## config.mk

```make
export PLATFORM = sky130hd
export DESIGN_NAME = physRegFile
export DESIGN_NICKNAME = d
export VERILOG_FILES = /design/src/backendPkg.sv /design/src/physRegFile.sv
export SDC_FILE = /design/constraint.sdc
export NUM_CORES = 2
export LEC_CHECK = 0
export BUFFER_PORTS_ARGS = -buffer_cell sky130_fd_sc_hd__buf_2
export CAP_MARGIN = 20
export CORE_ASPECT_RATIO = 1.4
export CORE_MARGIN = 2
export CORE_UTILIZATION = 25
export CTS_BUF_LIST = sky130_fd_sc_hd__clkbuf_8
export DETAILED_ROUTE_END_ITERATION = 7
export PLACE_DENSITY = 0.42
export SLEW_MARGIN = 20
export SYNTH_ARGS = -nofsm -noshare
export SYNTH_HDL_FRONTEND = slang
export SYNTH_SLANG_ARGS = --single-unit
```

## constraint.sdc

```tcl
create_clock -name clk -period 3.25 [get_ports clk]
set_input_delay 0.65 -clock clk [delete_from_list [all_inputs] [get_ports clk]]
set_output_delay 0.65 -clock clk [all_outputs]
set_load 0.01 [all_outputs]
```

## src/backendPkg.sv

```systemverilog
package backendPkg;

    localparam int NumArchRegs = 32;
    localparam int NumTags = 48;
    localparam int RobDepth = 16;
    localparam int DataW = 32;

    typedef logic [$clog2(NumArchRegs)-1:0] archReg_t;
    typedef logic [$clog2(NumTags)-1:0] tag_t;

    // wraps modulo RobDepth, also used as the rob index
    typedef logic [$clog2(RobDepth)-1:0] sqN_t;

    typedef logic [DataW-1:0] data_t;

    typedef enum logic [1:0] {
        ENTRY_FREE,
        ENTRY_WAIT,
        ENTRY_DONE
    } entryState_e;

    typedef enum logic {
        SLOT_EMPTY,
        SLOT_FULL
    } slotState_e;

endpackage

```

## src/physRegFile.sv

```systemverilog
module physRegFile (
    input  logic              clk,
    input  logic              rst,
    input  logic              rfWe,
    input  backendPkg::tag_t  rfWaddr,
    input  backendPkg::data_t rfWdata,
    input  backendPkg::tag_t  comTag,
    output backendPkg::data_t comResult,
    input  backendPkg::tag_t  archTag,
    output backendPkg::data_t archData
);

    backendPkg::data_t regs[backendPkg::NumTags];

    // tag 0 backs r0 and always reads zero
    assign comResult = (comTag == '0) ? '0 : regs[comTag];
    assign archData = (archTag == '0) ? '0 : regs[archTag];

    always_ff @(posedge clk) begin
        if (rst) begin
            for (int i = 0; i < backendPkg::NumTags; i++) begin
                regs[i] <= '0;
            end
        end else if (rfWe) begin
            regs[rfWaddr] <= rfWdata;
        end
    end

endmodule

```

==> flow_summary.ini <==
[timing]
fin_setup_tns_ns = -40.39
clock.fmax_mhz = 225.6
setup_viol = 64
relSlewSlack = 0.2611
finalHoldViolations = 0
min_period_ns = 4.433
rsz0062_at_grt = true
min_period_over_period = 1.364
worst_pin_slew_ns = 1.108
finalMaxSlewViolations = 0
worst_slack_ns = -1.183

[route]
vias = 67070
dr.first_iter.drc_count = 7413
wl_per_cell_um = 37.70
drt_wl_total_um = 489300
drc_errors = 0
firstDrtPassIters = 5
routed_via_density = 5.167
ant_nets = 0

[layout]
layout_commonest_cell = edfxtp_1
mostFrequentLayoutCells = edfxtp_1, and2_1, mux4_2
nNetsFinal = 7236
largest_reg_flops = 2048
areaGrowthSynthToFinish_pct = 24.65
largest_register = regs
drive_gt1_frac = 0.4215
top_regs = regs: 2048 flops

[global_routing]
gr-max-usage-layer = met2
grt_pass1_vias = 69920
grtUsageMet2 = 0.3896
met1_usage = 0.2616
antenna_found_initial = 52
globalRouteMet3Util = 0.03046
grt_max_degree = 65
grt_pass1_wl_um = 649000
grt_use_total = 0.2238
overflow = 0

[floorplanning]
io_pins = 117
core_region_area_sq_um = 421300
dieHeight_um = 773.5
floorplan.rows = 282
initial_core_util = 0.2510
dieArea_sq_um = 428300
die_w_um = 553.7

[clock_tree]
cts_made_buffers = 340
cts_tree = done
cts_buffer_depth = 4
cts_sinks = 2048
cts-root-buf = clkbuf_8
path_clk_slew_ns = 0.07
htree_levels = 5

[worst_setup_path]
path_class = reg -> out
crit_fanout = 2
cp.required_ns = 2.60
start_kind = flop
worstSetupEndpointType = output pin
critPathArrivalTime_ns = 3.78

[synthesis]
avgSynthCellArea_sq_um = 16.85
synth_seq_cells = 2048
syn-num-nets = 6328
ys_seq_area_frac = 0.5816
synthCells = 6275
syn_area_sq_um = 105700
synth_cell_types = 50
ys_warn_count = 0
async_reset_ff_frac = 0
synth-edff-count = 2048
synth_top_flop_cell = edfxtp_1

[job]
cap_violations = 0

[placement]
portBuffers = 116
hpwl_um = 340400
preCtsSetupSlack_ns = -1.443
place_congestion = 0.8907

[hold_path]
hold_path.class = in -> reg

[pwr]
ir_drop_mv = 0.2511
power.density_nw_per_um2 = 479.6
power.leakage_nw = 44.87

[status]
failed_checks = negative setup slack
status = complete, but fails checks
[path summary, 6_finish.rpt]
check / cells past startpoint / start / end / slack [ns]
worst max-delay path: 6 / regs[6][7] / comResult[7] / -1.18
worst min-delay path: 2 / rfWdata[5] / regs[53][5] / 0.14
[metrics by stage]
step / power, W / hold WS [ns] / cells / cell area [sq um] / util
final: 0.06321 / 0.1353 / 12980 / 131800 / 0.3129
after global placement: 0.04103 / 1.069 / 12340 / 123100 / 0.2923
after detailed placement: 0.04110 / 1.076 / 12340 / 123200 / 0.2924
after floorplan: 0.03524 / 0.7489 / 6275 / 105800 / -
after CTS: 0.06369 / 0.03379 / 12940 / 131200 / 0.3114
after global routing: 0.06486 / 0.1009 / 12960 / 131800 / 0.3127
[logic make-up (layout without fill, tap and decap cells)]
logic type             after synthesis  after routing  share of synthesized area
AO/OA/AOI/OAI                      282            282                    0.01862
buffers and inverters              671           1815                    0.02915
flip-flops                        2048           2048                     0.5816
multiplexers                      1346           1346                     0.2618
other                                0             24                          0
AND/OR/NAND/NOR                   1928           1928                     0.1088
[cells in the mapped netlist (4+ instances only)]
cell type / instances / area [sq um]
a211o_1: 6 / 52.55
a211oi_1: 28 / 210.2
a21oi_1: 58 / 290.3
a221o_1: 8 / 80.08
a221oi_1: 9 / 78.83
a22oi_1: 28 / 210.2
and2_1: 1536 / 9609
buf_1: 19 / 71.32
buf_2: 150 / 750.7
buf_4: 46 / 345.3
buf_6: 19 / 214.0
buf_8: 4 / 60.06
clkbuf_1: 428 / 1607
edfxtp_1: 2048 / 61500
inv_1: 4 / 15.01
mux2_2: 30 / 337.8
mux2i_1: 183 / 1832
mux4_2: 1133 / 25520
nand2_1: 105 / 394.1
nand2b_1: 5 / 31.28
nand3_1: 19 / 95.09
nand3b_1: 8 / 60.06
nand4_1: 19 / 118.9
nor2_1: 113 / 424.2
nor2_2: 5 / 31.28
nor2b_1: 27 / 168.9
nor3_1: 13 / 65.06
o2111ai_1: 15 / 131.4
o211ai_1: 13 / 97.59
o21a_1: 5 / 37.54
o21ai_0: 26 / 130.1
o221ai_1: 30 / 262.8
o22ai_1: 41 / 256.5
o32a_1: 6 / 60.06
or2_2: 49 / 306.5
or3_1: 17 / 106.4
or3b_2: 5 / 43.79
[worst max-delay path, stage by stage (launching register included)]
cell      delay (ns)
edfxtp_1        0.45
mux4_2          0.48
mux4_2          0.63
a21oi_2         0.19
buf_6           0.13
nand4_1         0.50
buf_2           0.35
[power breakdown]
group          internal (W)  switching (W)
registers            0.0301       0.000571
clock network        0.0106         0.0115
logic               0.00452        0.00593
[metal layers]
layer  wire length, um  share of wire  vias up
met3             28660          0.059      789
met1            180000           0.37    36610
met4             34120          0.070        6
met2            246600           0.50     2945
met5                43       0.000088        -
li1                  -              -    26720
[cell type report]
type,instances,area (sq um)
Tap cell,5538,6929
Clock buffer,345,4748
Inverter,4,15.01
Multi-Input combinational cell,3556,43030
Antenna cell,24,60.06
Fill cell,41310,289500
Clock inverter,233,1235
Sequential cell,2048,61500
Timing Repair Buffer,1233,14290
[timing repair]
action                                  in CTS  in global routing
hold buffers                                 2                  0
setup buffers                               25                 18
cloned                                       9                  4
endpoints found under the hold margin        2                  0
gates resized for setup                    352                 77
endpoints found under the setup margin      64                 64
pin swaps                                  103                 47
Note: power is estimated with default switching activity, not from simulation.
