File: src/backendPkg.sv
package backendPkg;

    localparam int NumArchRegs = 32;
    localparam int NumTags = 48;
    localparam int RobDepth = 16;
    localparam int DataW = 32;

    typedef logic [$clog2(NumArchRegs)-1:0] archReg_t;
    typedef logic [$clog2(NumTags)-1:0] tag_t;

    // wraps modulo RobDepth, also used as the rob index
    typedef logic [$clog2(RobDepth)-1:0] sqN_t;

    typedef logic [DataW-1:0] data_t;

    typedef enum logic [1:0] {
        ENTRY_FREE,
        ENTRY_WAIT,
        ENTRY_DONE
    } entryState_e;

    typedef enum logic {
        SLOT_EMPTY,
        SLOT_FULL
    } slotState_e;

endpackage

File: src/dispatchControl.sv
module dispatchControl (
    input  logic                 clk,
    input  logic                 rst,
    input  logic                 dispValid,
    input  backendPkg::archReg_t dispDst,
    input  logic                 issueReady,
    input  logic                 robFull,
    input  logic                 freeEmpty,
    input  backendPkg::tag_t     srcTag,
    input  backendPkg::tag_t     freeTag,
    input  backendPkg::sqN_t     allocSqN,
    output logic                 dispReady,
    output logic                 alloc,
    output logic                 popTag,
    output backendPkg::tag_t     allocTag,
    output logic                 issueValid,
    output backendPkg::sqN_t     issueSqN,
    output backendPkg::tag_t     issueTagSrc,
    output backendPkg::tag_t     issueTagDst
);

    backendPkg::slotState_e slotState;
    logic dstZero;
    logic slotFree;

    // r0 never gets a physical register
    assign dstZero = dispDst == '0;

    // slot is empty now or drains on this edge
    assign slotFree = (slotState == backendPkg::SLOT_EMPTY) || issueReady;

    assign dispReady = !robFull && !freeEmpty && slotFree;
    assign alloc = dispValid && dispReady;
    assign popTag = alloc && !dstZero;
    assign allocTag = dstZero ? '0 : freeTag;

    assign issueValid = slotState == backendPkg::SLOT_FULL;

    always_ff @(posedge clk) begin
        if (rst) begin
            slotState <= backendPkg::SLOT_EMPTY;
        end else if (alloc) begin
            slotState <= backendPkg::SLOT_FULL;
        end else if (issueReady) begin
            slotState <= backendPkg::SLOT_EMPTY;
        end
    end

    // fields only move on an accepted dispatch, so they hold while stalled
    always_ff @(posedge clk) begin
        if (alloc) begin
            issueSqN <= allocSqN;
            issueTagSrc <= srcTag;
            issueTagDst <= allocTag;
        end
    end

endmodule

File: config.mk
export PLATFORM = sky130hd
export DESIGN_NAME = dispatchControl
export DESIGN_NICKNAME = d
export VERILOG_FILES = /design/src/backendPkg.sv /design/src/dispatchControl.sv
export SDC_FILE = /design/constraint.sdc
export NUM_CORES = 1
export LEC_CHECK = 0
export ABC_CLOCK_PERIOD_IN_PS = 2500
export BUFFER_PORTS_ARGS = -buffer_cell sky130_fd_sc_hd__buf_4
export CORE_MARGIN = 1.5
export CORE_UTILIZATION = 38
export DETAILED_ROUTE_END_ITERATION = 12
export GPL_ROUTABILITY_DRIVEN = 1
export HOLD_SLACK_MARGIN = 0.06
export PLACE_DENSITY = 0.84
export SYNTH_ARGS = -nofsm -noshare
export SYNTH_HDL_FRONTEND = slang
export SYNTH_SLANG_ARGS = --single-unit
File: constraint.sdc
create_clock -name clk -period 2.5 [get_ports clk]
set_input_delay 0.125 -clock clk [delete_from_list [all_inputs] [get_ports clk]]
set_output_delay 0.125 -clock clk [all_outputs]
set_load 0.01 [all_outputs]
==> run_results.csv <==
group,metric,value,unit
run_status,status,"finished clean",
pwr,power,553,uW
grt,grt_max_degree,19,
critical_path,crit_path_start_kind,"flop",
job,drv_cap,0,
grt,grt_pass1_wl,2150,um
synth,yosysMostFrequentCell,"edfxtp_1",
synth,syn_nets,59,
synth,async_reset_ff_share,0,%
timing,slew_viol_final,0,
critical_path,rrSetupSlack,1070,ps
synth,ys_types,11,
grt,antenna_found_initial,0,
timing,worst_slack,681,ps
synth,ys_ff_latch,17,
routing,postRouteAntennaNets,0,
layout,final_layout_size_suffix_gt1_share,58.6,%
die,die_y,42.7,um
timing,fin_crit_sh,72.8,%
layout,syn_to_final_growth,91.6,%
layout,nets,127,
clock_network,clockBufferDepth,2,
critical_path,reg2reg_from,"issueValid",
die,die_area,1820,um2
critical_path,path_class,"flop to output port",
timing,finClkSkew,5.67,ps
grt,first_global_vias,502,
die,core-area,1490,um2
placed_design,gp_congestion,0.628,
timing,setup_viol,0,
synth,synth_edf_count,16,
critical_path,crit_required,2380,ps
placed_design,portBuffers,52,
die,std_cell_rows,14,
timing,tightest_slew,739,ps
min_path,holdCritPathClass,"input pin to flop",
synth,synthFlopType,"edfxtp_1",
timing,rsz0062_at_grt,"false",
synth,synth_top_area_share,80.3,%
pwr,p_leak,0.000509,uW
synth,synth_top_cell_by_area,"edfxtp_1",
clock_network,cts_tree,"yes",
routing,vias,533,
critical_path,reg2reg_to,"issueSqN[3]",
routing,firstDrtPassIters,3,
die,ios,53,
timing,report.final.hold_viol_count,0,
placed_design,dp_hpwl,1030,um
grt,grtUsageTotal,16.8,%
clock_network,cts_setup_buffers,0,
synth,yosysSeqAreaShare,83.7,%
timing,fmax,550,MHz
clock_network,cts-root-buf,"clkbuf_4",
layout,n_antenna_cell,0,
clock_network,cts-buffers-inserted,3,
synth,synth_cells,32,
min_path,hold_depth,3,
layout,nFillCells,87,
critical_path,worst-path-max-fanout,18,
die,floorplan.initialDensity,40.2,%
min_path,min_to,"issueValid",
critical_path,cp-end-kind,"output port",
critical_path,cp-startpoint,"issueValid",
pwr,powerDensity,482,nW/um2
placed_design,dp_slack,968,ps
timing,period_needed,1820,ps
layout,utilization,77.0,%
clock_network,path_clk_slew,90,ps
routing,wl_per_cell,12.8,um
pwr,peakVddDrop,295,uV
min_path,worstHoldStart,"dispValid",
clock_network,clock-sinks,17,
critical_path,reg2reg_depth,2,
clock_network,clk-insertion-delay-late,280,ps
critical_path,crit_arrival,1690,ps
timing,final.setup.tns,0,ps
synth,ys_warn_count,0,
grt,overflow,0,
timing,max_slew_margin,50.7,%
synth,synth_common_cells,"edfxtp_1, nor2b_1",
synth,yosys-top-cells-area,"edfxtp_1, nor2b_1, dfxtp_1",
routing,viasPerCell,4.63,
synth,avgSynthCellArea,18.7,um2
routing,routed_wl,1480,um
clock_network,htreeDepth,1,
synth,synth_area,598,um2
routing,first_iter_violations,5,
die,die_w,42.7,um
routing,drc_errors,0,
## cell type report
class	instances	area, um2	share of cell area [%]
clock inverter	1	5.00	0.437
multi-input combinational	15	97.6	8.52
sequential	17	500	43.7
clock buffer	3	22.5	1.97
tap	16	20.0	1.75
timing repair buffer	63	500	43.7
## cells in the final DEF, fill, tap and decap left out
master | Yosys | final
nor2_4 | 1 | 1
and2_1 | 1 | 1
edfxtp_1 | 16 | 16
nor2b_1 | 7 | 7
a21oi_1 | 1 | 1
and3_1 | 1 | 1
dfxtp_1 | 1 | 1
buf_4 | 0 | 52
nor2_1 | 1 | 1
clkbuf_4 | 0 | 3
or4_4 | 1 | 1
nand2b_1 | 1 | 1
dlygate4sd3_1 | 0 | 11
clkinv_2 | 0 | 1
nand2_1 | 1 | 1
## kinds of logic after synthesis
kind of cell	synth area share, %
flops	83.7
simple gates	15.5
compound gates	0.836
## critical path, stage by stage (launching register included)
cell,delay (ps)
dfxtp_1,320
nand2b_1,100
and3_1,650
nor2b_1,220
buf_4,130
## registers in the layout, indices dropped and copies added, names as in the netlist
register,flops
issueTagDst,6
issueTagSrc,6
issueSqN,4
issueValid,1
## where the power goes
part	switching [uW]	internal (uW)	leakage, uW
clock network	79.7	59.2	0.0000177
registers	2.28	321	0.000155
logic	31.1	59.4	0.000337
## how the worst max path moves through the flow
stage,end,cells past startpoint
2_1_floorplan,popTag,3
3_3_place_gp,popTag,5
3_5_place_dp,popTag,5
4_1_cts,popTag,4
5_1_grt,popTag,4
6_report,popTag,4
## timing repair
item	CTS	global route
setup endpoints to repair	0	0
hold buffers	11	0
gates resized for setup	0	0
endpoints found under the hold margin	11	0
## through the flow
stage	instances	hold slack (ps)	instance area, um2
3_3_place_gp	100	284	1010
2_1_floorplan	32	194	598
6_report	115	97.4	1150
4_1_cts	115	82.6	1150
3_5_place_dp	100	285	1010
5_1_grt	115	91.7	1150
## layer usage
layer | vias up | wire length, um | track usage (%)
met5 | - | 0 | 0
met4 | 0 | 31 | 9.38
met3 | 4 | 144 | 5.53
met2 | 39 | 728 | 27.6
met1 | 238 | 572 | 19.1
li1 | 252 | - | -
Power figures use the tool's default switching activity.
