[src/backendPkg.sv]
package backendPkg;

    localparam int NumArchRegs = 32;
    localparam int NumTags = 48;
    localparam int RobDepth = 16;
    localparam int DataW = 32;

    typedef logic [$clog2(NumArchRegs)-1:0] archReg_t;
    typedef logic [$clog2(NumTags)-1:0] tag_t;

    // wraps modulo RobDepth, also used as the rob index
    typedef logic [$clog2(RobDepth)-1:0] sqN_t;

    typedef logic [DataW-1:0] data_t;

    typedef enum logic [1:0] {
        ENTRY_FREE,
        ENTRY_WAIT,
        ENTRY_DONE
    } entryState_e;

    typedef enum logic {
        SLOT_EMPTY,
        SLOT_FULL
    } slotState_e;

endpackage

[src/reorderBuffer.sv]
module reorderBuffer (
    input  logic                 clk,
    input  logic                 rst,
    input  logic                 alloc,
    input  backendPkg::archReg_t dispDst,
    input  backendPkg::tag_t     allocTag,
    input  backendPkg::tag_t     oldTag,
    input  logic                 wbValid,
    input  backendPkg::sqN_t     wbSqN,
    input  backendPkg::data_t    wbResult,
    output logic                 robFull,
    output backendPkg::sqN_t     allocSqN,
    output logic                 rfWe,
    output backendPkg::tag_t     rfWaddr,
    output backendPkg::data_t    rfWdata,
    output logic                 commit,
    output backendPkg::archReg_t comDst,
    output backendPkg::tag_t     comTag,
    output backendPkg::tag_t     comOldTag,
    output logic                 pushTag,
    output logic                 comValid
);

    localparam int CntW = $clog2(backendPkg::RobDepth + 1);

    backendPkg::entryState_e entryState[backendPkg::RobDepth];
    backendPkg::archReg_t dstMem[backendPkg::RobDepth];
    backendPkg::tag_t tagMem[backendPkg::RobDepth];
    backendPkg::tag_t oldTagMem[backendPkg::RobDepth];

    backendPkg::sqN_t head;
    backendPkg::sqN_t tail;
    logic [CntW-1:0] count;

    assign robFull = count == CntW'(backendPkg::RobDepth);
    assign allocSqN = tail;

    // result goes straight into the prf, tag 0 has no storage
    assign rfWaddr = tagMem[wbSqN];
    assign rfWdata = wbResult;
    assign rfWe = wbValid && (rfWaddr != '0);

    // in-order retire, one per cycle
    assign commit = entryState[head] == backendPkg::ENTRY_DONE;
    assign comValid = commit;
    assign comDst = dstMem[head];
    assign comTag = tagMem[head];
    assign comOldTag = oldTagMem[head];
    assign pushTag = commit && (comOldTag != '0);

    always_ff @(posedge clk) begin
        if (rst) begin
            for (int i = 0; i < backendPkg::RobDepth; i++) begin
                entryState[i] <= backendPkg::ENTRY_FREE;
            end
            head <= '0;
            tail <= '0;
            count <= '0;
        end else begin
            if (alloc) begin
                entryState[tail] <= backendPkg::ENTRY_WAIT;
                tail <= tail + 1'b1;
            end
            // wb only ever targets a waiting entry, never head or tail here
            if (wbValid) begin
                entryState[wbSqN] <= backendPkg::ENTRY_DONE;
            end
            if (commit) begin
                entryState[head] <= backendPkg::ENTRY_FREE;
                head <= head + 1'b1;
            end
            case ({alloc, commit})
                2'b10: count <= count + 1'b1;
                2'b01: count <= count - 1'b1;
                default: count <= count;
            endcase
        end
    end

    always_ff @(posedge clk) begin
        if (alloc) begin
            dstMem[tail] <= dispDst;
            tagMem[tail] <= allocTag;
            oldTagMem[tail] <= oldTag;
        end
    end

endmodule

[config.mk]
export PLATFORM = sky130hd
export DESIGN_NAME = reorderBuffer
export DESIGN_NICKNAME = d
export VERILOG_FILES = /design/src/backendPkg.sv /design/src/reorderBuffer.sv
export SDC_FILE = /design/constraint.sdc
export NUM_CORES = 1
export LEC_CHECK = 0
export ABC_AREA = 0
export BUFFER_PORTS_ARGS = -buffer_cell sky130_fd_sc_hd__clkbuf_2
export CORE_ASPECT_RATIO = 0.7
export CORE_MARGIN = 3
export CORE_UTILIZATION = 49
export CTS_CLUSTER_SIZE = 30
export DETAILED_ROUTE_END_ITERATION = 8
export HOLD_SLACK_MARGIN = 0.02
export PLACE_DENSITY = 0.68
export SYNTH_ARGS = -nofsm -noshare
export SYNTH_HDL_FRONTEND = slang
export SYNTH_SLANG_ARGS = --single-unit
[constraint.sdc]
create_clock -name clk -period 7 [get_ports clk]
set_input_delay 1.4 -clock clk [delete_from_list [all_inputs] [get_ports clk]]
set_output_delay 1.4 -clock clk [all_outputs]
set_load 0.02 [all_outputs]
==> key figures <==
Synth
  • Post-synth net total: 845
  • Seq/Total Area, Yosys: 0.661
  • Synth warn: 0
  • Distinct cell type count after synthesis: 54
  • Mean Syn Cell Area: 17.8 um2
  • Count of state elements after synthesis: 321
  • Dominant cell type by area after synthesis: edfxtp_1
  • Synth Area in Adders: 0.0108
  • Count leader, synth: edfxtp_1
  • Mapped Area: 13800 um2
  • Post-synth top flop: edfxtp_1
  • Post-synth EDFFs: 272
  • Synth area leaders: edfxtp_1, mux4_2, dfxtp_1
  • Xor/xnor share of the synthesized area: 0.00379
  • Post-synthesis mux area share: 0.183
  • Largest family of logic cells by synthesized area: multiplexers
  • Simple-Gate Fraction of Synth Area: 0.0482
  • Synth async-reset ratio: 0
  • Synthesized instance count: 776
  • Compound-Gate Fraction of Synth Area: 0.0538
  • Share of the synthesized area in the top cell type: 0.590
  • Synth cell count leaders: edfxtp_1, mux4_2, dfxtp_1

Floorplan
  • Core area: 27300 um2
  • Site Rows: 50
  • Die area: 30300 um2
  • Ports: 121
  • Die H: 147 um
  • Die W: 207 um
  • Initial Util: 0.508

Setup path
  • Crit path kind: primary input to output port
  • Crit end category: output port
  • CP Max Fanout: 28
  • Crit path arrival time: 4.08 ns
  • Worst setup SP type: primary input
  • Worst path required time: 5.60 ns

STA
  • Total negative slack: 0 ns
  • Unrepaired setup endpoints after global routing: false
  • Setup Skew: 0.0163 ns
  • Endpoints failing hold: 0
  • Pins Over Slew Limit: 0
  • Final setup violating endpoints: 0
  • Tcrit/Tclk final: 0.783
  • F_max: 0.183 GHz
  • Rel. slew slack: 0.169
  • Hold slack: 0.488 ns
  • Least-Margin Pin Slew: 1.24 ns
  • Crit path time final: 5.48 ns

Clocking
  • TritonCTS Sinks: 321
  • CTS Root Cell: clkbuf_16
  • Post-cts hold buffer count: 0
  • Max clock buf depth: 3
  • Cts bufs inserted: 30
  • H-tree depth: 1
  • Postcts setup bufs: 0
  • Clk slew on worst S/H paths: 0.06 ns
  • CTS resizes: 0
  • Worst-Skew Late Latency: 0.56 ns
  • CTS tree: built

Global routing
  • Largest net degree at the start of global routing: 53
  • Initial antenna violation count: 0
  • Met1 Track Usage GR: 0.298
  • Vias in the first global route: 7825
  • Gr usage total: 0.213
  • GR Overflow Total: 0
  • Busiest layer in global routing: met2
  • First-pass GRT wire length: 48100 um
  • GR Layer Usage met2: 0.337
  • GR Util met3: 0.0524

Detailed routing
  • DR vias/cell: 6.40
  • Iteration-0 DRC Markers: 862
  • Drt pass-1 iters: 7
  • Routed WL: 32100 um
  • DR WL/cell: 27.0 um
  • Post-route ant nets: 0
  • Remaining routing DRC violations: 0
  • Vias: 7612

Cells and area
  • Share of layout cells above drive strength 1: 0.273
  • Multi-input logic area: 4150 um2
  • Final net count: 873
  • Antenna diode count: 0
  • Fill count: 2079
  • FF/Latch Area: 9150 um2
  • Fin cells: 1189
  • Layout overhead on the synthesized area: 10.7%

Status
  • Status: complete, no violations

Placed design
  • Post-DP HPWL: 18900 um
  • Port bufs: 56
  • Placed insts: 1136
  • Placer Congestion: 0.862

Power and ir drop
  • Pwr dens: 267 nW/um2
  • Peak supply drop: 201 uV
  • Leak Pwr: 4.94 nW

Flow run
  • Max-Cap Viols: 0

Worst hold path
  • Class of the worst hold path: flop to flop
[layout make-up]
type / instances / area share
multi-input cells: 360 / 0.270
clock inverters: 20 / 0.0220
clock buffers: 33 / 0.0497
well taps: 364 / 0.0297
repair buffers: 73 / 0.0266
flip-flops and latches: 321 / 0.597
inverters: 18 / 0.00441
[per-layer routing]
metal,share of wire,vias up
li1,-,3188
met1,0.40,3964
met2,0.48,380
met3,0.092,80
met4,0.026,0
met5,0,-
[state kept, by name, indices dropped and copies added (netlist names), named ones only]
register / cells
entryState: 32
count: 5
oldTagMem: 96
head: 4
dstMem: 80
allocSqN: 4
tagMem: 96
[cells by family after synthesis]
kind of cell,count (synthesis)
buf+inv,95
xor+xnor,6
mux,117
simple gates,120
compound gates,105
fa+ha+maj,12
flops,321
[through the flow]
| step | cell area, um2 | utilization | power (W) | setup slack, ns |
|---|---|---|---|---|
| 2_1_floorplan | 13800 | - | 0.00230 | 2.23 |
| 4_1_cts | 15300 | 0.562 | 0.00413 | 1.48 |
| 3_5_place_dp | 14200 | 0.522 | 0.00234 | 1.49 |
| 5_1_grt | 15300 | 0.562 | 0.00423 | 1.29 |
| 3_3_place_gp | 14200 | 0.522 | 0.00234 | 1.54 |
| 6_report | 15300 | 0.562 | 0.00410 | 1.52 |
[where the power goes]
part	switching (W)	internal, W
clock	0.000684	0.00111
sequential	0.0000151	0.00210
combinational	0.000119	0.0000703
[layout by cell type, fill, tap and decap left out, types with 11 or more instances in the layout]
cell / instances
buf_4: 17
and2_1: 19
a22oi_1: 20
mux4_2: 98
nand2_1: 29
inv_1: 17
a31oi_1: 16
a21oi_1: 11
dfxtp_1: 47
o21ai_0: 16
clkbuf_2: 56
clkbuf_16: 30
nor2_1: 16
nor2b_1: 18
a32oi_1: 12
nand3b_1: 12
edfxtp_1: 272
ha_1: 12
[worst paths after layout]
path	startpoint	endpoint	slack, ns	depth (start not counted)
worst max-delay path	wbSqN[0]	rfWe	1.52	7
worst min-delay path	entryState[3][1]	entryState[3][1]	0.49	2
worst max register to register	flop	count[4]	2.20	12
worst min register to register	entryState[3][1]	entryState[3][1]	0.49	2
[critical path, cell delays in order]
cell and delay (ns):
clkbuf_2 0.75, mux4_2 0.60, a22oi_1 0.23, nand2_1 0.11, or4_1 0.54, o31a_1 0.26
clkbuf_2 0.16
Power figures use the tool's default switching activity.
