===== src/backendPkg.sv =====
package backendPkg;

    localparam int NumArchRegs = 32;
    localparam int NumTags = 48;
    localparam int RobDepth = 16;
    localparam int DataW = 32;

    typedef logic [$clog2(NumArchRegs)-1:0] archReg_t;
    typedef logic [$clog2(NumTags)-1:0] tag_t;

    // wraps modulo RobDepth, also used as the rob index
    typedef logic [$clog2(RobDepth)-1:0] sqN_t;

    typedef logic [DataW-1:0] data_t;

    typedef enum logic [1:0] {
        ENTRY_FREE,
        ENTRY_WAIT,
        ENTRY_DONE
    } entryState_e;

    typedef enum logic {
        SLOT_EMPTY,
        SLOT_FULL
    } slotState_e;

endpackage


===== src/freeList.sv =====
module freeList (
    input  logic             clk,
    input  logic             rst,
    input  logic             popTag,
    output backendPkg::tag_t freeTag,
    output logic             freeEmpty,
    input  logic             pushTag,
    input  backendPkg::tag_t comOldTag
);

    localparam int Depth = backendPkg::NumTags - backendPkg::NumArchRegs;
    localparam int PtrW = $clog2(Depth);
    localparam int CntW = $clog2(Depth + 1);

    backendPkg::tag_t tagMem[Depth];
    logic [PtrW-1:0] head;
    logic [PtrW-1:0] tail;
    logic [CntW-1:0] count;

    assign freeTag = tagMem[head];
    assign freeEmpty = count == '0;

    always_ff @(posedge clk) begin
        if (rst) begin
            // starts full with the tags above the arch identity map
            for (int i = 0; i < Depth; i++) begin
                tagMem[i] <= backendPkg::tag_t'(backendPkg::NumArchRegs + i);
            end
            head <= '0;
            tail <= '0;
            count <= CntW'(Depth);
        end else begin
            if (pushTag) begin
                tagMem[tail] <= comOldTag;
                tail <= tail + 1'b1;
            end
            if (popTag) begin
                head <= head + 1'b1;
            end
            case ({pushTag, popTag})
                2'b10: count <= count + 1'b1;
                2'b01: count <= count - 1'b1;
                default: count <= count;
            endcase
        end
    end

endmodule


===== config.mk =====
export PLATFORM = sky130hd
export DESIGN_NAME = freeList
export DESIGN_NICKNAME = d
export VERILOG_FILES = /design/src/backendPkg.sv /design/src/freeList.sv
export SDC_FILE = /design/constraint.sdc
export NUM_CORES = 1
export LEC_CHECK = 0
export ABC_AREA = 1
export ABC_CLOCK_PERIOD_IN_PS = 2550
export BUFFER_PORTS_ARGS = -buffer_cell sky130_fd_sc_hd__buf_2
export CAP_MARGIN = 20
export CORE_MARGIN = 4
export CORE_UTILIZATION = 45
export DETAILED_ROUTE_END_ITERATION = 16
export SLEW_MARGIN = 20
export SYNTH_ARGS = -nofsm -noshare
export SYNTH_HDL_FRONTEND = slang
export SYNTH_SLANG_ARGS = --single-unit

===== constraint.sdc =====
create_clock -name clk -period 2.55 [get_ports clk]
set_input_delay 0.3825 -clock clk [delete_from_list [all_inputs] [get_ports clk]]
set_output_delay 0.3825 -clock clk [all_outputs]
set_load 0.01 [all_outputs]

==> results.rst <==
.. list-table::
   :header-rows: 1

   * - Metric
     - Value
   * - Mean instance size in the synthesized netlist
     - 9.441 um2
   * - Arrival time of data at the critical path endpoint
     - 1990 ps
   * - Crit path required time
     - 2170 ps
   * - Setup repair after global routing missed its margin
     - no
   * - Total of flip-flops plus latches after synthesis
     - 113
   * - DRT antenna net count
     - 0
   * - Count of H-tree levels built during CTS
     - 4
   * - Residual overflow from global routing
     - 0
   * - Number of buffers inserted by hold repair at cts
     - 0
   * - Remaining DRCs
     - 0
   * - Static leakage
     - 2.422 nW
   * - Final Skew
     - 8.830 ps
   * - Global-route usage over all layers
     - 18.75%
   * - Portion of the clock cycle consumed by the worst path in the final layout
     - 92.88%
   * - Number of iterations in the first detailed-routing pass
     - 5
   * - Antenna violations before repair
     - 0
   * - Num Clock Sinks
     - 113
   * - Status
     - completed
   * - Clock root buffer
     - sky130_fd_sc_hd__clkbuf_16
   * - Post-CTS clock slew at the launch and capture registers of the worst setup and hold paths
     - 50 ps
   * - Most frequent cells in the layout
     - 115 x sky130_fd_sc_hd__nand2_1, 96 x sky130_fd_sc_hd__edfxtp_1, 82 x sky130_fd_sc_hd__inv_1, 65 x sky130_fd_sc_hd__nor2_1, 41 x sky130_fd_sc_hd__nand3_1
   * - Highest net fanout along the worst path
     - 24
   * - Largest voltage drop on the vdd net
     - 0.0004731 V
   * - Standard-cell rows
     - 40
   * - Ratio of cells with drive above 1 in the final layout
     - 14.33%
   * - Area enclosed by the die boundary
     - 14020 um2
   * - Port-buffer cells
     - 16
   * - Detailed placer's ending HPWL
     - 8153 um
   * - Vias after detailed routing
     - 3820
   * - Starting density of the core
     - 45.86%
   * - WS Path Type
     - register to primary output
   * - Area growth from synthesis to layout
     - 12.52%
   * - Measured slew at the worst slew-check pin
     - 795.5 ps
   * - Number of standard cells in the layout, taps in and fillers out
     - 754
   * - Critical Path Source Type
     - register
   * - Wire length of the first global-routing pass
     - 20030 um
   * - Vias in the first global route
     - 3720
   * - End-of-flow core utilization
     - 51.60%
   * - Highest clock rate
     - 422.2 MHz
   * - Total of endpoints with negative setup slack in the final report
     - 0
   * - Final count of hold timing violations
     - 0
   * - Final-stage net count
     - 613
   * - Number of cells produced by synthesis
     - 581
   * - Post-cts repair resize count
     - 0
   * - Share of the synthesized area in the top cell type
     - 52.55%
   * - Endpoint type of the worst setup path
     - primary output
   * - Max-capacitance violation count
     - 0
   * - Commonest non-fill, non-tap cell in the layout
     - sky130_fd_sc_hd__nand2_1
   * - Worst setup timing slack at the placement stage
     - 617.5 ps
   * - Placeable core region
     - 11960 um2
   * - Placed Area
     - 5634 um2
   * - I/O pin cnt
     - 17
   * - Yosys synthesis warning count
     - 0
   * - Final period demand of the worst path
     - 2369 ps
   * - Die Height
     - 118.4 um
   * - Total Wirelength
     - 12220 um
   * - Synth area leader
     - sky130_fd_sc_hd__edfxtp_1
   * - CTS tree
     - yes
   * - Worst-case setup margin in the final layout
     - 181.5 ps
   * - Max-slew violations
     - 0
   * - Seq/Total Area, Yosys
     - 58.76%
   * - Average detailed-routed wire length per instance
     - 16.21 um
   * - Maximum number of pins on one net before global-route repair
     - 97
   * - Cell Pwr Density
     - 757.5 nW/um2
   * - Die Wd
     - 118.4 um
   * - GP Congestion
     - 0.8761
   * - Clock tree buffer depth
     - 2
   * - Clk Latency, worst-skew pair
     - 420 ps
   * - Vias per cell
     - 5.066
   * - Post-CTS setup repair buffer count
     - 0
   * - Count of unique library cells instantiated by Yosys
     - 26
   * - Final standard cell area without fillers
     - 6172 um2
   * - Cell count after placement
     - 722
   * - Sum Neg Setup Slack
     - 0 ps
   * - Top post-synthesis cells by area
     - sky130_fd_sc_hd__edfxtp_1 53%, sky130_fd_sc_hd__nand2_1 7.9%, sky130_fd_sc_hd__dfxtp_1 6.2%
   * - Worst min path class
     - input pin to register
   * - Number of buffers added by the clock tree synthesis step
     - 17
   * - Number of DRC markers after the initial detailed-route iteration
     - 392
   * - Diode count
     - 0
   * - Netlist area before placement
     - 5485 um2
   * - Syn nets
     - 600
   * - Max_slew headroom
     - 46.91%
## final cells by class
type | instances | area, um2
multi-input cells | 346 | 1738
inverters | 95 | 356.6
fillers | 1074 | 5789
flip-flops and latches | 113 | 3226
clock inverters | 9 | 90.09
repair buffers | 21 | 130.1
well taps | 147 | 183.9
clock buffers | 23 | 447.9
## power by group
| part | leakage (nW) | internal (W) | switching [W] |
|---|---|---|---|
| logic | 1.19 | 0.000122 | 0.000275 |
| clock network | 0.263 | 0.00141 | 0.000768 |
| registers | 0.965 | 0.00206 | 0.0000382 |
| total | 2.42 | 0.00359 | 0.00108 |
## worst paths after layout
path              cells past startpoint  slack (ps)     start      endpoint
setup / recovery                      7         180  register    freeTag[2]
hold / removal                        2         290       rst      count[0]
setup reg to reg                      7         870   tail[0]  tagMem[3][0]
hold reg to reg                       2         500   head[2]      register
## cell families after synthesis
| kind of cell | count (synthesis) | synth area share [%] |
|---|---|---|
| xor gates and xnor gates | 3 | 0.4791 |
| buffers and inverters | 122 | 9.557 |
| DFF | 113 | 58.76 |
| AOI/OAI and AO/OA | 91 | 10.54 |
| and+or+nand+nor | 243 | 18.61 |
| adders and majority gates | 9 | 2.053 |
## worst max-delay path, stage by stage (launching register included)
cell                      delay [ps]
sky130_fd_sc_hd__dfxtp_2         640
sky130_fd_sc_hd__buf_4           310
sky130_fd_sc_hd__a21oi_1          60
sky130_fd_sc_hd__o21ai_0         120
sky130_fd_sc_hd__nand3_1         130
sky130_fd_sc_hd__nand3_1         110
sky130_fd_sc_hd__nand2_1          60
sky130_fd_sc_hd__buf_2           140
## flip-flops by register name (all words and copies together), names as in the netlist, named ones only
signal  flops
count       5
tagMem     96
tail        4
head        4
## cell usage after synthesis
master / instances
sky130_fd_sc_hd__ha_1: 9
sky130_fd_sc_hd__buf_4: 2
sky130_fd_sc_hd__nor4_1: 2
sky130_fd_sc_hd__and3_1: 1
sky130_fd_sc_hd__o21ai_0: 31
sky130_fd_sc_hd__buf_2: 5
sky130_fd_sc_hd__buf_6: 7
sky130_fd_sc_hd__nand2_1: 115
sky130_fd_sc_hd__edfxtp_1: 96
sky130_fd_sc_hd__nor3_1: 2
sky130_fd_sc_hd__o211ai_1: 12
sky130_fd_sc_hd__a21oi_1: 35
sky130_fd_sc_hd__nor2_2: 13
sky130_fd_sc_hd__nand3_1: 41
sky130_fd_sc_hd__xor2_1: 2
sky130_fd_sc_hd__nand2_2: 3
sky130_fd_sc_hd__dfxtp_1: 17
sky130_fd_sc_hd__inv_2: 13
sky130_fd_sc_hd__clkbuf_1: 12
sky130_fd_sc_hd__o211ai_2: 12
sky130_fd_sc_hd__xnor2_1: 1
sky130_fd_sc_hd__o21bai_1: 1
sky130_fd_sc_hd__nor2_4: 1
sky130_fd_sc_hd__nor2_1: 65
sky130_fd_sc_hd__buf_1: 1
sky130_fd_sc_hd__inv_1: 82
## metrics by stage
stage / hold slack (ps) / power [W]
floorplan: 456.3 / 0.002416
global placement: 482.4 / 0.002522
detailed placement: 492.5 / 0.002529
CTS: 284.0 / 0.004710
global route: 320.7 / 0.004843
finish: 294.1 / 0.004675
## routing by layer
metal / wire, um / part of all wire [%] / vias to the layer above / GRT usage [%]
li1: - / - / 1937 / -
met1: 5648 / 46 / 1753 / 25.93
met2: 5643 / 46 / 111 / 28.90
met3: 754 / 6.2 / 19 / 4.689
met4: 174 / 1.4 / 0 / 6.517
met5: 0 / 0 / - / 0
Note: power is estimated with default switching activity, not from simulation.
