===== config.mk =====
export PLATFORM = sky130hd
export DESIGN_NAME = renameTable
export DESIGN_NICKNAME = d
export VERILOG_FILES = /design/src/backendPkg.sv /design/src/renameTable.sv
export SDC_FILE = /design/constraint.sdc
export NUM_CORES = 1
export LEC_CHECK = 0
export BUFFER_PORTS_ARGS = -buffer_cell sky130_fd_sc_hd__buf_2
export CAP_MARGIN = 0
export CORE_UTILIZATION = 67
export CTS_CLUSTER_SIZE = 40
export DETAILED_ROUTE_END_ITERATION = 10
export PLACE_DENSITY = 0.92
export SLEW_MARGIN = 40
export SYNTH_ARGS = -nofsm -noshare
export SYNTH_HDL_FRONTEND = slang
export SYNTH_SLANG_ARGS = --single-unit

===== constraint.sdc =====
create_clock -name clk -period 5.24 [get_ports clk]
set_input_delay 0.786 -clock clk [delete_from_list [all_inputs] [get_ports clk]]
set_output_delay 0.786 -clock clk [all_outputs]
set_load 0.01 [all_outputs]

===== src/backendPkg.sv =====
package backendPkg;

    localparam int NumArchRegs = 32;
    localparam int NumTags = 48;
    localparam int RobDepth = 16;
    localparam int DataW = 32;

    typedef logic [$clog2(NumArchRegs)-1:0] archReg_t;
    typedef logic [$clog2(NumTags)-1:0] tag_t;

    // wraps modulo RobDepth, also used as the rob index
    typedef logic [$clog2(RobDepth)-1:0] sqN_t;

    typedef logic [DataW-1:0] data_t;

    typedef enum logic [1:0] {
        ENTRY_FREE,
        ENTRY_WAIT,
        ENTRY_DONE
    } entryState_e;

    typedef enum logic {
        SLOT_EMPTY,
        SLOT_FULL
    } slotState_e;

endpackage


===== src/renameTable.sv =====
module renameTable (
    input  logic                 clk,
    input  logic                 rst,
    input  logic                 alloc,
    input  backendPkg::archReg_t dispSrc,
    input  backendPkg::archReg_t dispDst,
    input  backendPkg::tag_t     allocTag,
    input  logic                 commit,
    input  backendPkg::archReg_t comDst,
    input  backendPkg::tag_t     comTag,
    input  backendPkg::archReg_t archAddr,
    output backendPkg::tag_t     srcTag,
    output backendPkg::tag_t     oldTag,
    output backendPkg::tag_t     archTag
);

    backendPkg::tag_t specMap[backendPkg::NumArchRegs];
    backendPkg::tag_t commitMap[backendPkg::NumArchRegs];

    // lookups see the map before this cycle's alloc
    assign srcTag = specMap[dispSrc];
    assign oldTag = specMap[dispDst];

    assign archTag = commitMap[archAddr];

    // speculative map follows dispatch
    // a dst of r0 rewrites tag 0 into entry 0, which leaves it unchanged
    always_ff @(posedge clk) begin
        if (rst) begin
            for (int i = 0; i < backendPkg::NumArchRegs; i++) begin
                specMap[i] <= backendPkg::tag_t'(i);
            end
        end else if (alloc) begin
            specMap[dispDst] <= allocTag;
        end
    end

    // committed map follows the rob head
    always_ff @(posedge clk) begin
        if (rst) begin
            for (int i = 0; i < backendPkg::NumArchRegs; i++) begin
                commitMap[i] <= backendPkg::tag_t'(i);
            end
        end else if (commit) begin
            commitMap[comDst] <= comTag;
        end
    end

endmodule


==> summary by stage, run 1 <==
Setup path
The kind of critical path is in2out. STA classifies the critical path endpoint as an output pin. The kind of start point of the critical path is an input pin. The largest individual stage delay along the critical path comes from the cell sky130_fd_sc_hd__mux4_2. The cell count along the critical path is 6. The kind of cell with the highest combined delay along the critical path is multiplexers. The endpoint required time on the critical path is approximately 4500 ps. The data arrival time of the critical path is between 3000 and 4000 ps. The critical path goes through buf_2, buf_12, mux4_2, mux4_2, mux2_2, buf_2.

The highest net fanout along the worst path is 30. On the worst path, the slowest cell contributes a delay of 570 ps. The number of buffers and inverters on the critical path is 3.

Floorplan
The number of standard-cell rows in the floorplan is 62. Measured along the x axis, the die boundary spans around 170 um. The die area is about 30,000 um^2. For this configuration, the core starts out at a cell density of 0.682. The count of pins on the block boundary is 54.

In this run the standard cell core region covers 28,700 um^2. The die height is between 150 and 200 um.

Power and ir drop
The internal power of the cells totals 0.00551 W. Power spread over the standard cell area amounts to 340 nW/um^2. Summed over all cells, the static leakage comes to between 7 and 8 nW. In this run the power spent charging and discharging nets is approximately 0.0017 W. The worst-case IR drop observed on VDD is 0.322 mV. The combinational share of power is 0.098. The switching part of the total is 0.237. The share of total power in sequential cells is 0.504. Of the total power, the clock network draws 0.397.

Synth
The count of unique library cells instantiated by Yosys is 30. Counting flops and latches in the post-synthesis netlist gives about 380. The mean instance size in the synthesized netlist is approximately 16 um^2. The Yosys step of the flow raised 0 warnings. The share of the yosys chip area belonging to registers is 0.589.

The post-synthesis instance total is 1,261. Counting every net in the synthesized netlist gives 1,297. The total standard cell area after synthesis is 19,600 um^2.

Detailed routing
The number of DRC violations after detailed routing is 0. The first detailed-routing pass ran for 6 iterations. After detailed routing, the average wire length per cell comes to 31.3 um. The sum of routed wire length over all layers is between 50,000 and 60,000 um. The detailed-route via count is 12,500. The detailed router finished its first iteration with 1,949 violations. In the routed layout, each cell is associated on average with a via count of ~7.6. Once detail routing completed, the nets flagged for antenna violations numbered 0.

Placed design
Counting tap cells, the placed design contains a total of ~1,600 instances. The number of input and output port buffers inserted is 53. Routability-driven placement finished with a final weighted congestion of 0.911. After legalization and detailed placement, the total HPWL measured 32,300 um.

Clock tree
The total CTS buffers is 39. TritonCTS built the clock tree. The H-tree generated during clock tree synthesis spans 2 levels. The cell chosen for the clock root is sky130_fd_sc_hd__clkbuf_16. The post-CTS setup buffer count is 0. Clock tree synthesis found a total of 384 sinks. The number of buffers inserted by hold repair at cts is 0. Once the clock tree was built, the resizer swapped 0 gates to a different size.

The clock passes through at most 3 buffers. The clock transition at the register clock pins on the worst setup and hold paths after CTS is 60 ps.

Outcome
The flow ran to the end, and the final reports show no timing, DRC or antenna violations.

Timing
For this run, the top clock speed supported by timing is 250 MHz. Setup repair after global routing left no endpoint under its margin. The final number of hold-violating endpoints was 0. The minimum clock period is 3990 ps.

The worst pin sits at a relative slew slack of 0.403. Setup violations remaining at the end of the flow were counted as 0. Setup total negative slack on the finished layout was measured at 0 ps. Dividing the final minimum period by the clock period gives 0.762.

The slew of the pin with the lowest slew margin is approximately 890 ps. The number of pins with negative max-slew slack in the final report is 0.

Hold path
The cell depth of the worst hold path is 3. The type of the most critical hold path is in2reg.

Layout
The fraction of layout instances using a drive strength above 1 is 0.288. The count of cells in the finished layout, fillers not included, comes to 1,650. The final-layout fill cell count is 1,525. In the final design database the tool counted 1,272 nets. The number of diodes is 0. Compared with the post-synthesis result, the final layout area differs by 8.56%.

GRT
The largest net degree at the start of global routing is 55. The total global-route track usage is 0.356. The first global-routing pass estimated 78,700 um of wire. The initial antenna violation count came to 2.

The residual overflow from global routing is 0. The via count of the first global-routing pass was 12,300.

Job
Max-cap violations in this run came to 0.
per-stage QoR:
stage | util | power (W) | worst slack (ps) | hold slack (ps) | area [um^2]
after detailed placement | 0.695 | 0.00438 | 1250 | 1460 | 19900
after global placement | 0.694 | 0.00434 | 1220 | 1450 | 19900
after CTS | 0.740 | 0.00719 | 1230 | 913 | 21200
after global routing | 0.740 | 0.00735 | 1150 | 945 | 21200
after floorplan | - | 0.00412 | 2050 | 966 | 19600
final | 0.740 | 0.00723 | 1250 | 937 | 21200
registers in the layout, indices dropped and copies added, names as in the netlist:
name       count
specMap      192
commitMap    192
routing by layer:
layer  track usage  vias to the layer above  wire (um)
li1              -                     4899          -
met1         0.470                     6144      16600
met2         0.585                     1260      25500
met3        0.0750                      199       7040
met4         0.147                        4       2500
met5             0                        -         25
synth_stat cells (all sizes together):
cell	number	share of area
edfxtp	384	0.59
and2	168	0.054
mux4	168	0.19
or3	162	0.052
clkbuf	109	0.021
and3	57	0.018
nor2	48	0.0092
or2	48	0.015
buf	27	0.0087
a22oi	24	0.0092
a21o	16	0.0061
mux2	12	0.0071
nand3b	6	0.0023
nand4	6	0.0019
or3b	6	0.0027
nand4bb	4	0.0023
and3b	3	0.0013
nor3b	3	0.0012
nand3	2	0.00051
nand4b	2	0.00090
nor4bb	2	0.0010
or4b	2	0.0010
dlygate4sd1	1	0.00045
nor3	1	0.00026
final timing paths:
check	to	slack, ps	from
max	srcTag[5]	1250	dispSrc[1]
min	commitMap[9][3]	940	comDst[4]
logic make-up (layout without fill, tap and decap cells):
kind of cell	Yosys count	in the layout	share of synthesized area
DFF	384	384	0.589
and+or+nand+nor	520	520	0.164
buffers and inverters	137	142	0.0301
muxes	180	180	0.201
AOI/OAI and AO/OA	40	40	0.0154
area by class of cell:
type	count	area [um^2]	area share
clock buffers	44	1020	0.0478
multi-input cells	740	7490	0.353
flip-flops and latches	384	11500	0.543
well taps	384	480	0.0226
repair buffers	71	437	0.0206
clock inverters	27	285	0.0134
placed cells by master, fill, tap and decap left out, drive strengths merged:
cell type,n
a22oi,24
and3,57
inv,2
or2,48
clkinv,15
and2,168
nor2,48
buf,71
or4b,2
or3,162
mux4,168
nand3,2
and3b,3
or3b,6
nor4bb,2
bufinv,5
nand4bb,4
a21o,16
clkbuf,44
edfxtp,384
nand4,6
nor3b,3
nand3b,6
clkinvlp,5
mux2,12
nor3,1
nand4b,2
power groups by stage:
| stage | clock network [W] | logic (W) | registers [W] |
|---|---|---|---|
| detailed placement | 0 | 0.000681 | 0.00370 |
| CTS | 0.00286 | 0.000695 | 0.00364 |
| floorplan | 0 | 0.000486 | 0.00364 |
| global route | 0.00297 | 0.000733 | 0.00365 |
| finish | 0.00287 | 0.000711 | 0.00365 |
| global placement | 0 | 0.000657 | 0.00369 |
worst min-delay path, delay by kind of cell:
| kind | cells | cell delay (ps) |
|---|---|---|
| buffers and inverters | 1 | 170 |
| AND/OR/NAND/NOR | 2 | 430 |
(Power assumes the default switching activity.)
==> run 2: changes to the inputs <==
--- a/config.mk
+++ b/config.mk
@@ -5,12 +5,13 @@
 export SDC_FILE = /design/constraint.sdc
 export NUM_CORES = 1
 export LEC_CHECK = 0
+export ABC_AREA = 1
 export BUFFER_PORTS_ARGS = -buffer_cell sky130_fd_sc_hd__buf_2
 export CAP_MARGIN = 0
-export CORE_UTILIZATION = 67
+export CORE_UTILIZATION = 63
 export CTS_CLUSTER_SIZE = 40
 export DETAILED_ROUTE_END_ITERATION = 10
-export PLACE_DENSITY = 0.92
+export PLACE_DENSITY = 0.87
 export SLEW_MARGIN = 40
 export SYNTH_ARGS = -nofsm -noshare
 export SYNTH_HDL_FRONTEND = slang
==> constraint.sdc (replaced) <==
create_clock -name clk -period 3.95 [get_ports clk]
set_input_delay 0.5925 -clock clk [delete_from_list [all_inputs] [get_ports clk]]
set_output_delay 0.5925 -clock clk [all_outputs]
set_load 0.01 [all_outputs]
==> run 2 against run 1 <==
  * Clock power grew 26%
  * Sequential power increased by 32%
  * Via count is 34% higher
  * Hold slack lost 420 ps
  * Cell area increased by 0.51%
  * Critical path depth increased by 3
  * First-iteration DRC count increased by 32%
  * Global-route usage fell by 0.78 points
  * Routed wire length increased by 3.7%
  * Critical path type unchanged
==> summary by stage, run 2 <==
Outcome
The run finished with clean final reports.

Power and ir drop
The combinational share of power is 0.103 (+0.005). The largest vdd supply drop was 0.415 mV (+29%). The ratio of total power to cell area is 440 nW/um^2 (+29%).

The switching part of the total is 0.251 (+0.0131). The internal power is 0.00704 W (+28%). The clock network power share is 0.385 (-0.012). The power dissipated by switching net loads is 0.00235 W (+37%). The standby leakage power is 8.49 nW (+18%). The share of total power in sequential cells is 0.512 (+0.008).

Layout
The area taken by flip-flops and latches came to 11,500 um^2 (unchanged). The number of nets in the final layout is 2,368 (+86%). The final-layout fill cell count is 2,289 (+50%). From synthesis to final layout, the design area changed by 9.04%. The most common cell after layout, fill and taps aside is sky130_fd_sc_hd__nand2_1. The number of diodes is 0 (unchanged). The fraction of layout instances using a drive strength above 1 is 0.0873 (-0.201). The post-layout utilization of the core is 0.698 (-0.0421). The area of the multi-input gates was 7070 um^2 (-5.6%). The largest registers in the layout are commitMap: 192 flops, specMap: 192 flops.

The final instance count without filler cells is 2,756 (+67%). The library cells used most frequently in the layout, excluding fill and tap cells, are sky130_fd_sc_hd__nand2_1, sky130_fd_sc_hd__edfxtp_1, sky130_fd_sc_hd__nand3_1.

Clock tree
TritonCTS built the clock tree. The number of H-tree levels is 2 (unchanged). The clock transition at the register clock pins on the worst setup and hold paths after CTS is 60 ps (about the same). The number of sinks on the clock net came to 384 (unchanged). The root buffer cell chosen for the clock tree is sky130_fd_sc_hd__clkbuf_16.

The total CTS buffers is 39 (unchanged). The post-CTS setup buffer count was 0 (unchanged). The total of cells resized after clock tree synthesis is 0 (unchanged). The largest buffer count on any clock path is 3 (unchanged). The number of buffers inserted by hold repair at cts is 0 (unchanged).

Synth
The fraction of synthesized cell area in xor and xnor cells is 0 (unchanged). The post-synthesis adder-cell area fraction is 0 (unchanged). The post-synth net total is 2,377 (+83%). The proportion of register bits with asynchronous set or reset after synthesis is 0 (unchanged). The number of synthesized register bits is 384 (unchanged). The mean instance size in the synthesized netlist is 8.36 um^2 (-46%). The most frequently used cell type in the post-synthesis netlist is sky130_fd_sc_hd__nand2_1. sky130_fd_sc_hd__edfxtp_1 takes more of the synthesized area than any other cell. The most used flip-flop cell after synthesis is sky130_fd_sc_hd__edfxtp_1. The count of unique library cells instantiated by Yosys is 17 (-43%). The largest family of logic cells by synthesized area is simple AND/OR/NAND/NOR gates. The basic-gate share of the synthesized area counting and, or, nand and nor cells came to 0.360 (+0.197). The share of the yosys chip area belonging to registers came to 0.589 (about the same). The synthesized-area fraction occupied by ao, oa, aoi and oai cells came to 0 (-0.0154).

The commonest cells after synthesis are sky130_fd_sc_hd__nand2_1, sky130_fd_sc_hd__edfxtp_1, sky130_fd_sc_hd__nand3_1, sky130_fd_sc_hd__nor2_1, sky130_fd_sc_hd__clkbuf_1. The total standard cell area after synthesis was 19,600 um^2 (about the same). The share of the synthesized area in the top cell type is 0.589 (about the same). The post-synthesis mux area share is 0 (-0.201). The post-synthesis instance total is 2,341 (+86%). The total of warnings raised by yosys is 0 (unchanged). The number of flops mapped to enable cells by yosys is 384 (unchanged).

Ranked by total cell area, the synthesized netlist is headed by sky130_fd_sc_hd__edfxtp_1, sky130_fd_sc_hd__nand2_1, sky130_fd_sc_hd__nand3_1.

Floorplan
The number of standard-cell rows in the floorplan was 64 (+3.2%). The die area was 31,800 um^2 (+6.3%). The count of pins on the block boundary was 54 (unchanged). The starting utilization of the core area is 0.640 (-0.0416).

The die height is 178 um (+3.1%). The die span in x is 178 um (+3.1%). The area inside the core boundary was 30,600 um^2 (+6.6%).

Detailed routing
The number of DRC violations after detailed routing is 0 (unchanged). The antenna violation net count after detailed routing is 0 (unchanged). The detailed-routing iteration count for the pre-antenna-repair pass is 8 (+2). The detail-routed via count per cell is 6.09 (-20%). The detailed-route via count is 16,800 (+34%). The sum of routed wire length over all layers is 53,700 um (+3.7%). The routed wirelength normalized by instance count is 19.5 um (-38%). The DRC marker count from the first detailed-route iteration came to 2,570 (+32%).

Timing
The final setup violation count was 0 (unchanged). Of the available clock period, the critical path in the final layout requires 0.727. Setup repair after global routing left no endpoint under its margin. The final worst hold slack is 514 ps (-422 ps). The number of pins with negative max-slew slack in the final report is 0 (unchanged).

The sum of negative setup slack is 0 ps (unchanged). For this run, the top clock speed supported by timing is about 350 MHz. The final number of hold-violating endpoints is 0 (unchanged). The slew of the pin with the lowest slew margin was 841 ps (-53.8 ps).

For the finished layout, the period the worst path requires is 2870 ps. The worst-case headroom to the max-slew limit was 0.439 (+0.0353).

GRT
The residual overflow from global routing is 0 (unchanged). The largest net degree at the start of global routing is 97 (+76%). The initial antenna violation count was 0 (-2).

The via count of the first global-routing pass is 15,800 (+28%). The total global-route track usage is 0.348 (-0.00777). The wire length of the first global-routing pass was 83,600 um (+6.3%).

Setup path
Among cell families on the critical path, the largest total delay comes from buffers and inverters. STA classifies the critical path endpoint as an output pin. The kind of start point of the critical path is an input pin.

Traced cell by cell, the critical path runs through buf_2, inv_1, nand3_1, nand2_1, nand2_1, nand2_1, nand2_1, nand2_1, buf_2. The maximum single-stage delay on the critical path is 500 ps (-70 ps). The highest net fanout along the worst path is 25 (-17%). The number of buffers and inverters on the critical path is 3 (unchanged). The slowest stage of the critical path belongs to the cell sky130_fd_sc_hd__inv_1. The critical path's most frequent cell is sky130_fd_sc_hd__nand2_1.

The data arrival time of the critical path was 2280 ps (-930 ps). The endpoint required time on the critical path was 3360 ps (-1090 ps). By startpoint and endpoint, the worst setup path is classified as in2out.

Placed design
The number of input and output port buffers inserted is 53 (unchanged). The weighted congestion at the end of routability-driven global placement was 0.983 (+7.8%). The HPWL reported at the end of detailed placement came to 34,900 um (+7.9%). The count of placed standard cells including taps is 2,687 (+70%).

Job
The number of max-capacitance violations reported is 0 (unchanged).

Hold path
The type of the most critical hold path is in2reg.
==> run 2: cell count changes after synthesis, sizes merged, moves of 115 or more <==
cell,previous run,this run
mux4,168,0
and2,168,0
inv,0,115
nor2,48,303
nand2,0,1042
or3,162,0
nand3,2,289
==> run 2: power by group through the flow <==
stage | logic, W | registers, W | clock network [W]
floorplan | 0.000625 | 0.00484 | 0
global placement | 0.000913 | 0.00488 | 0
detailed placement | 0.000933 | 0.00489 | 0
CTS | 0.000939 | 0.00481 | 0.00363
global route | 0.00105 | 0.00483 | 0.00378
finish | 0.000966 | 0.00481 | 0.00362
==> run 2: worst paths after layout <==
path / from / end / slack (ps) / cells after the start
worst max-delay path: archAddr[2] / archTag[1] / 1080 / 9
worst min-delay path: comTag[0] / commitMap[13][0] / 510 / 3
==> run 2: cells by family (layout without fill, tap and decap cells) <==
group                  after synthesis  in the layout
buffers and inverters              256            275
AND/OR/NAND/NOR                   1701           1701
flip-flops                         384            384
==> run 2: cell type report <==
cell class                      count  area share
Sequential cell                   384       0.540
Multi-Input combinational cell   1701       0.331
Clock buffer                       47      0.0471
Timing Repair Buffer               89      0.0268
Tap cell                          396      0.0232
Inverter                          117      0.0208
Clock inverter                     22      0.0107
==> run 2: routing by layer <==
metal,vias to the layer above,global-route usage,share of wire
met1,7652,0.432,0.35
met3,238,0.0580,0.12
met4,0,0.191,0.054
met2,1264,0.583,0.48
li1,7623,-,-
met5,-,0,0
==> run 2: per-stage QoR <==
step                      setup slack (ps)  area [um^2]  power (W)
final                                 1080        21300    0.00940
after global routing                   966        21300    0.00965
after CTS                             1130        21300    0.00937
after detailed placement               869        20100    0.00582
after global placement                 936        20100    0.00580
after floorplan                       1610        19600    0.00547
==> run 3: changes to the inputs <==
--- a/config.mk
+++ b/config.mk
@@ -8,10 +8,10 @@
 export ABC_AREA = 1
 export BUFFER_PORTS_ARGS = -buffer_cell sky130_fd_sc_hd__buf_2
 export CAP_MARGIN = 0
-export CORE_UTILIZATION = 63
+export CORE_UTILIZATION = 57
 export CTS_CLUSTER_SIZE = 40
 export DETAILED_ROUTE_END_ITERATION = 10
-export PLACE_DENSITY = 0.87
+export PLACE_DENSITY = 0.84
 export SLEW_MARGIN = 40
 export SYNTH_ARGS = -nofsm -noshare
 export SYNTH_HDL_FRONTEND = slang
==> constraint.sdc (replaced) <==
create_clock -name clk -period 2.3 [get_ports clk]
set_input_delay 0.345 -clock clk [delete_from_list [all_inputs] [get_ports clk]]
set_output_delay 0.345 -clock clk [all_outputs]
set_load 0.01 [all_outputs]
==> run 3 against run 2 <==
  * Worst setup slack worse by 970 ps
  * Clock-buffer cell count is 1 higher
  * Total power rose by 79%
  * Utilization is 4.9 points lower
  * Cell count increased by 2.9%
  * Sequential power grew 72%
  * First-iteration DRC count decreased by 14%
  * Flip-flop and latch count stayed put
==> summary by stage, run 3 (synthesis results as in run 2) <==
Power and ir drop
The combinational share of power is 0.101 (-0.002). The switching part of the total is 0.248 (-0.00256). The standby leakage power is 8.73 nW (+2.8%). The share of total power in sequential cells came to 0.491 (-0.021). The ratio of total power to cell area is 769 nW/um^2 (+75%).

The largest vdd supply drop is 0.633 mV (+52%). The power dissipated by switching net loads is 0.00417 W (+77%). The clock network power share is 0.408 (+0.023).

The internal power was 0.0127 W (+80%).

Floorplan
The area inside the core boundary is 33,700 um^2 (+10%). The starting utilization of the core area was 0.581 (-0.0591). The die area is 35,100 um^2 (+10%). The number of standard-cell rows in the floorplan is 67 (+4.7%). The die span in x was 187 um (+5.1%).

The count of pins on the block boundary is 54 (unchanged). The die height is 187 um (+5.1%).

Placed design
The HPWL reported at the end of detailed placement came to 34,600 um (-0.86%). The number of input and output port buffers inserted is 53 (unchanged). The weighted congestion at the end of routability-driven global placement was 0.950 (-3.3%). The area of placed instances came to 20,500 um^2 (+1.7%).

Clock tree
The largest buffer count on any clock path came to 3 (unchanged). The post-CTS setup buffer count is 0 (unchanged). The TritonCTS clock tree is yes. The clock transition at the register clock pins on the worst setup and hold paths after CTS is 60 ps (about the same). The number of H-tree levels is 2 (unchanged).

The number of sinks on the clock net is 384 (unchanged). The total CTS buffers came to 41 (+5.1%). The cell chosen for the clock root is sky130_fd_sc_hd__clkbuf_16.

Detailed routing
The antenna violation net count after detailed routing is 0 (unchanged). The detailed-route via count is 16,500 (-1.5%). The detail-routed via count per cell came to 5.83 (-4.3%). The number of DRC violations after detailed routing was 0 (unchanged).

The detailed-routing iteration count for the pre-antenna-repair pass is 8 (unchanged). The DRC marker count from the first detailed-route iteration is 2,215 (-14%). The routed wirelength normalized by instance count came to 19.0 um (-2.4%). The sum of routed wire length over all layers is 53,900 um (+0.45%).

Layout
The top cell types in the final layout, fill and taps aside, are sky130_fd_sc_hd__nand2_1, sky130_fd_sc_hd__edfxtp_1, sky130_fd_sc_hd__nand3_1. The area of all placed cells without fillers is 21,900 um^2 (+2.4%). The fraction of layout instances using a drive strength above 1 was 0.101 (+0.0133). The most common cell after layout, fill and taps aside is sky130_fd_sc_hd__nand2_1. Relative to the synthesized area, the layout overhead comes to 11.7%.

The largest registers in the layout are commitMap: 192 flops, specMap: 192 flops. The number of nets in the final layout was 2,391 (+0.97%).

Setup path
The highest net fanout along the worst path is 2 (-92%). The worst setup path is launched from a flop. The signal on the critical path passes through nand2_1, nand3_1, nand3_1, nand2_1, nand2_1, nand2_1, nand2_1, nand2_1, buf_2.

The kind of critical path is reg2out. The maximum single-stage delay on the critical path is 430 ps (-70 ps). The endpoint kind of the worst setup timing path is an output pin. The data arrival time of the critical path was 1850 ps (-430 ps). The number of buffers and inverters on the critical path was 1 (-2).

The endpoint required time on the critical path is 1960 ps (-1400 ps). The kind of cell adding the most delay to the critical path is simple AND/OR/NAND/NOR gates. The critical path's most frequent cell is sky130_fd_sc_hd__nand2_1. The slowest stage of the critical path is the sky130_fd_sc_hd__edfxtp_1 cell.

GRT
The total global-route track usage came to 0.311 (-0.0370). The largest net degree at the start of global routing was 67 (-31%). The initial antenna violation count is 0 (unchanged). The via count of the first global-routing pass came to 16,000 (+1.5%). The wire length of the first global-routing pass came to 85,000 um (+1.6%). The residual overflow from global routing came to 0 (unchanged).

Timing
The final critical-path share of the clock period is 0.953. The final number of hold-violating endpoints is 0 (unchanged). The sum of negative setup slack is 0 ps (unchanged).

The slew of the pin with the lowest slew margin is 696 ps (-146 ps). The worst-case headroom to the max-slew limit came to 0.536 (+0.0971). The minimum clock period is 2190 ps.

The number of pins with negative max-slew slack in the final report was 0 (unchanged). Based on the critical path, the design can be clocked at up to 456 MHz. The final setup violation count is 0 (unchanged).

Setup repair after global routing left no endpoint under its margin.

Outcome
The flow ran to the end, and the final reports show no timing, DRC or antenna violations.

Job
The number of max-capacitance violations reported came to 0 (unchanged).

Hold path
The type of the most critical hold path is in2reg.
## run 3: final cells by class
| cell class | instances | area [um^2] |
|---|---|---|
| fill | 2742 | 11800 |
| clock buffer | 48 | 1090 |
| antenna | 2 | 5.00 |
| inverter | 117 | 444 |
| tap | 448 | 561 |
| clock inverter | 27 | 303 |
| multi-input combinational | 1701 | 7070 |
| timing repair buffer | 110 | 856 |
| sequential | 384 | 11500 |
## run 3: per-stage QoR
stage	setup WS (ps)	total power, W	util	std cells	hold slack, ps
2_1_floorplan	455	0.00939	-	2341	596
3_3_place_gp	101	0.0100	0.607	2760	858
3_5_place_dp	43.7	0.0101	0.607	2760	876
4_1_cts	84.1	0.0168	0.649	2835	309
5_1_grt	29.2	0.0173	0.649	2835	341
6_report	109	0.0168	0.649	2837	323
## run 3: power by group through the flow
stage / Sequential [W] / Clock [W] / Combinational, W
2_1_floorplan: 0.00832 / 0 / 0.00107
3_3_place_gp: 0.00838 / 0 / 0.00162
3_5_place_dp: 0.00840 / 0 / 0.00166
4_1_cts: 0.00825 / 0.00690 / 0.00168
5_1_grt: 0.00829 / 0.00718 / 0.00186
6_report: 0.00826 / 0.00686 / 0.00171
## run 3: tightest hold or removal path, stage by stage
cell and delay (ps):
sky130_fd_sc_hd__buf_2 120, sky130_fd_sc_hd__nor2_4 80, sky130_fd_sc_hd__nand2_1 100, sky130_fd_sc_hd__nor2_1 70
sky130_fd_sc_hd__nand2_1 50
## run 3: path summary, 6_finish.rpt
check / end / start / slack, ps / depth (start not counted)
worst max-delay path: srcTag[5] / specMap[21][5] / 110 / 9
worst min-delay path: specMap[4][2] / dispDst[1] / 320 / 5
## run 3: what timing repair did
item	CTS	global route
resized for setup	0	2
endpoints found under the setup margin	0	2
hold buffers	0	0
## run 3: layer usage
metal  GRT usage  vias to the layer above  share of wire  wire, um
met3      0.0480                      188           0.11      5800
li1            -                     7670              -         -
met1       0.386                     7643           0.36     19300
met4       0.135                        0          0.042      2260
met2       0.539                     1031           0.49     26500
met5           0                        -              0         0
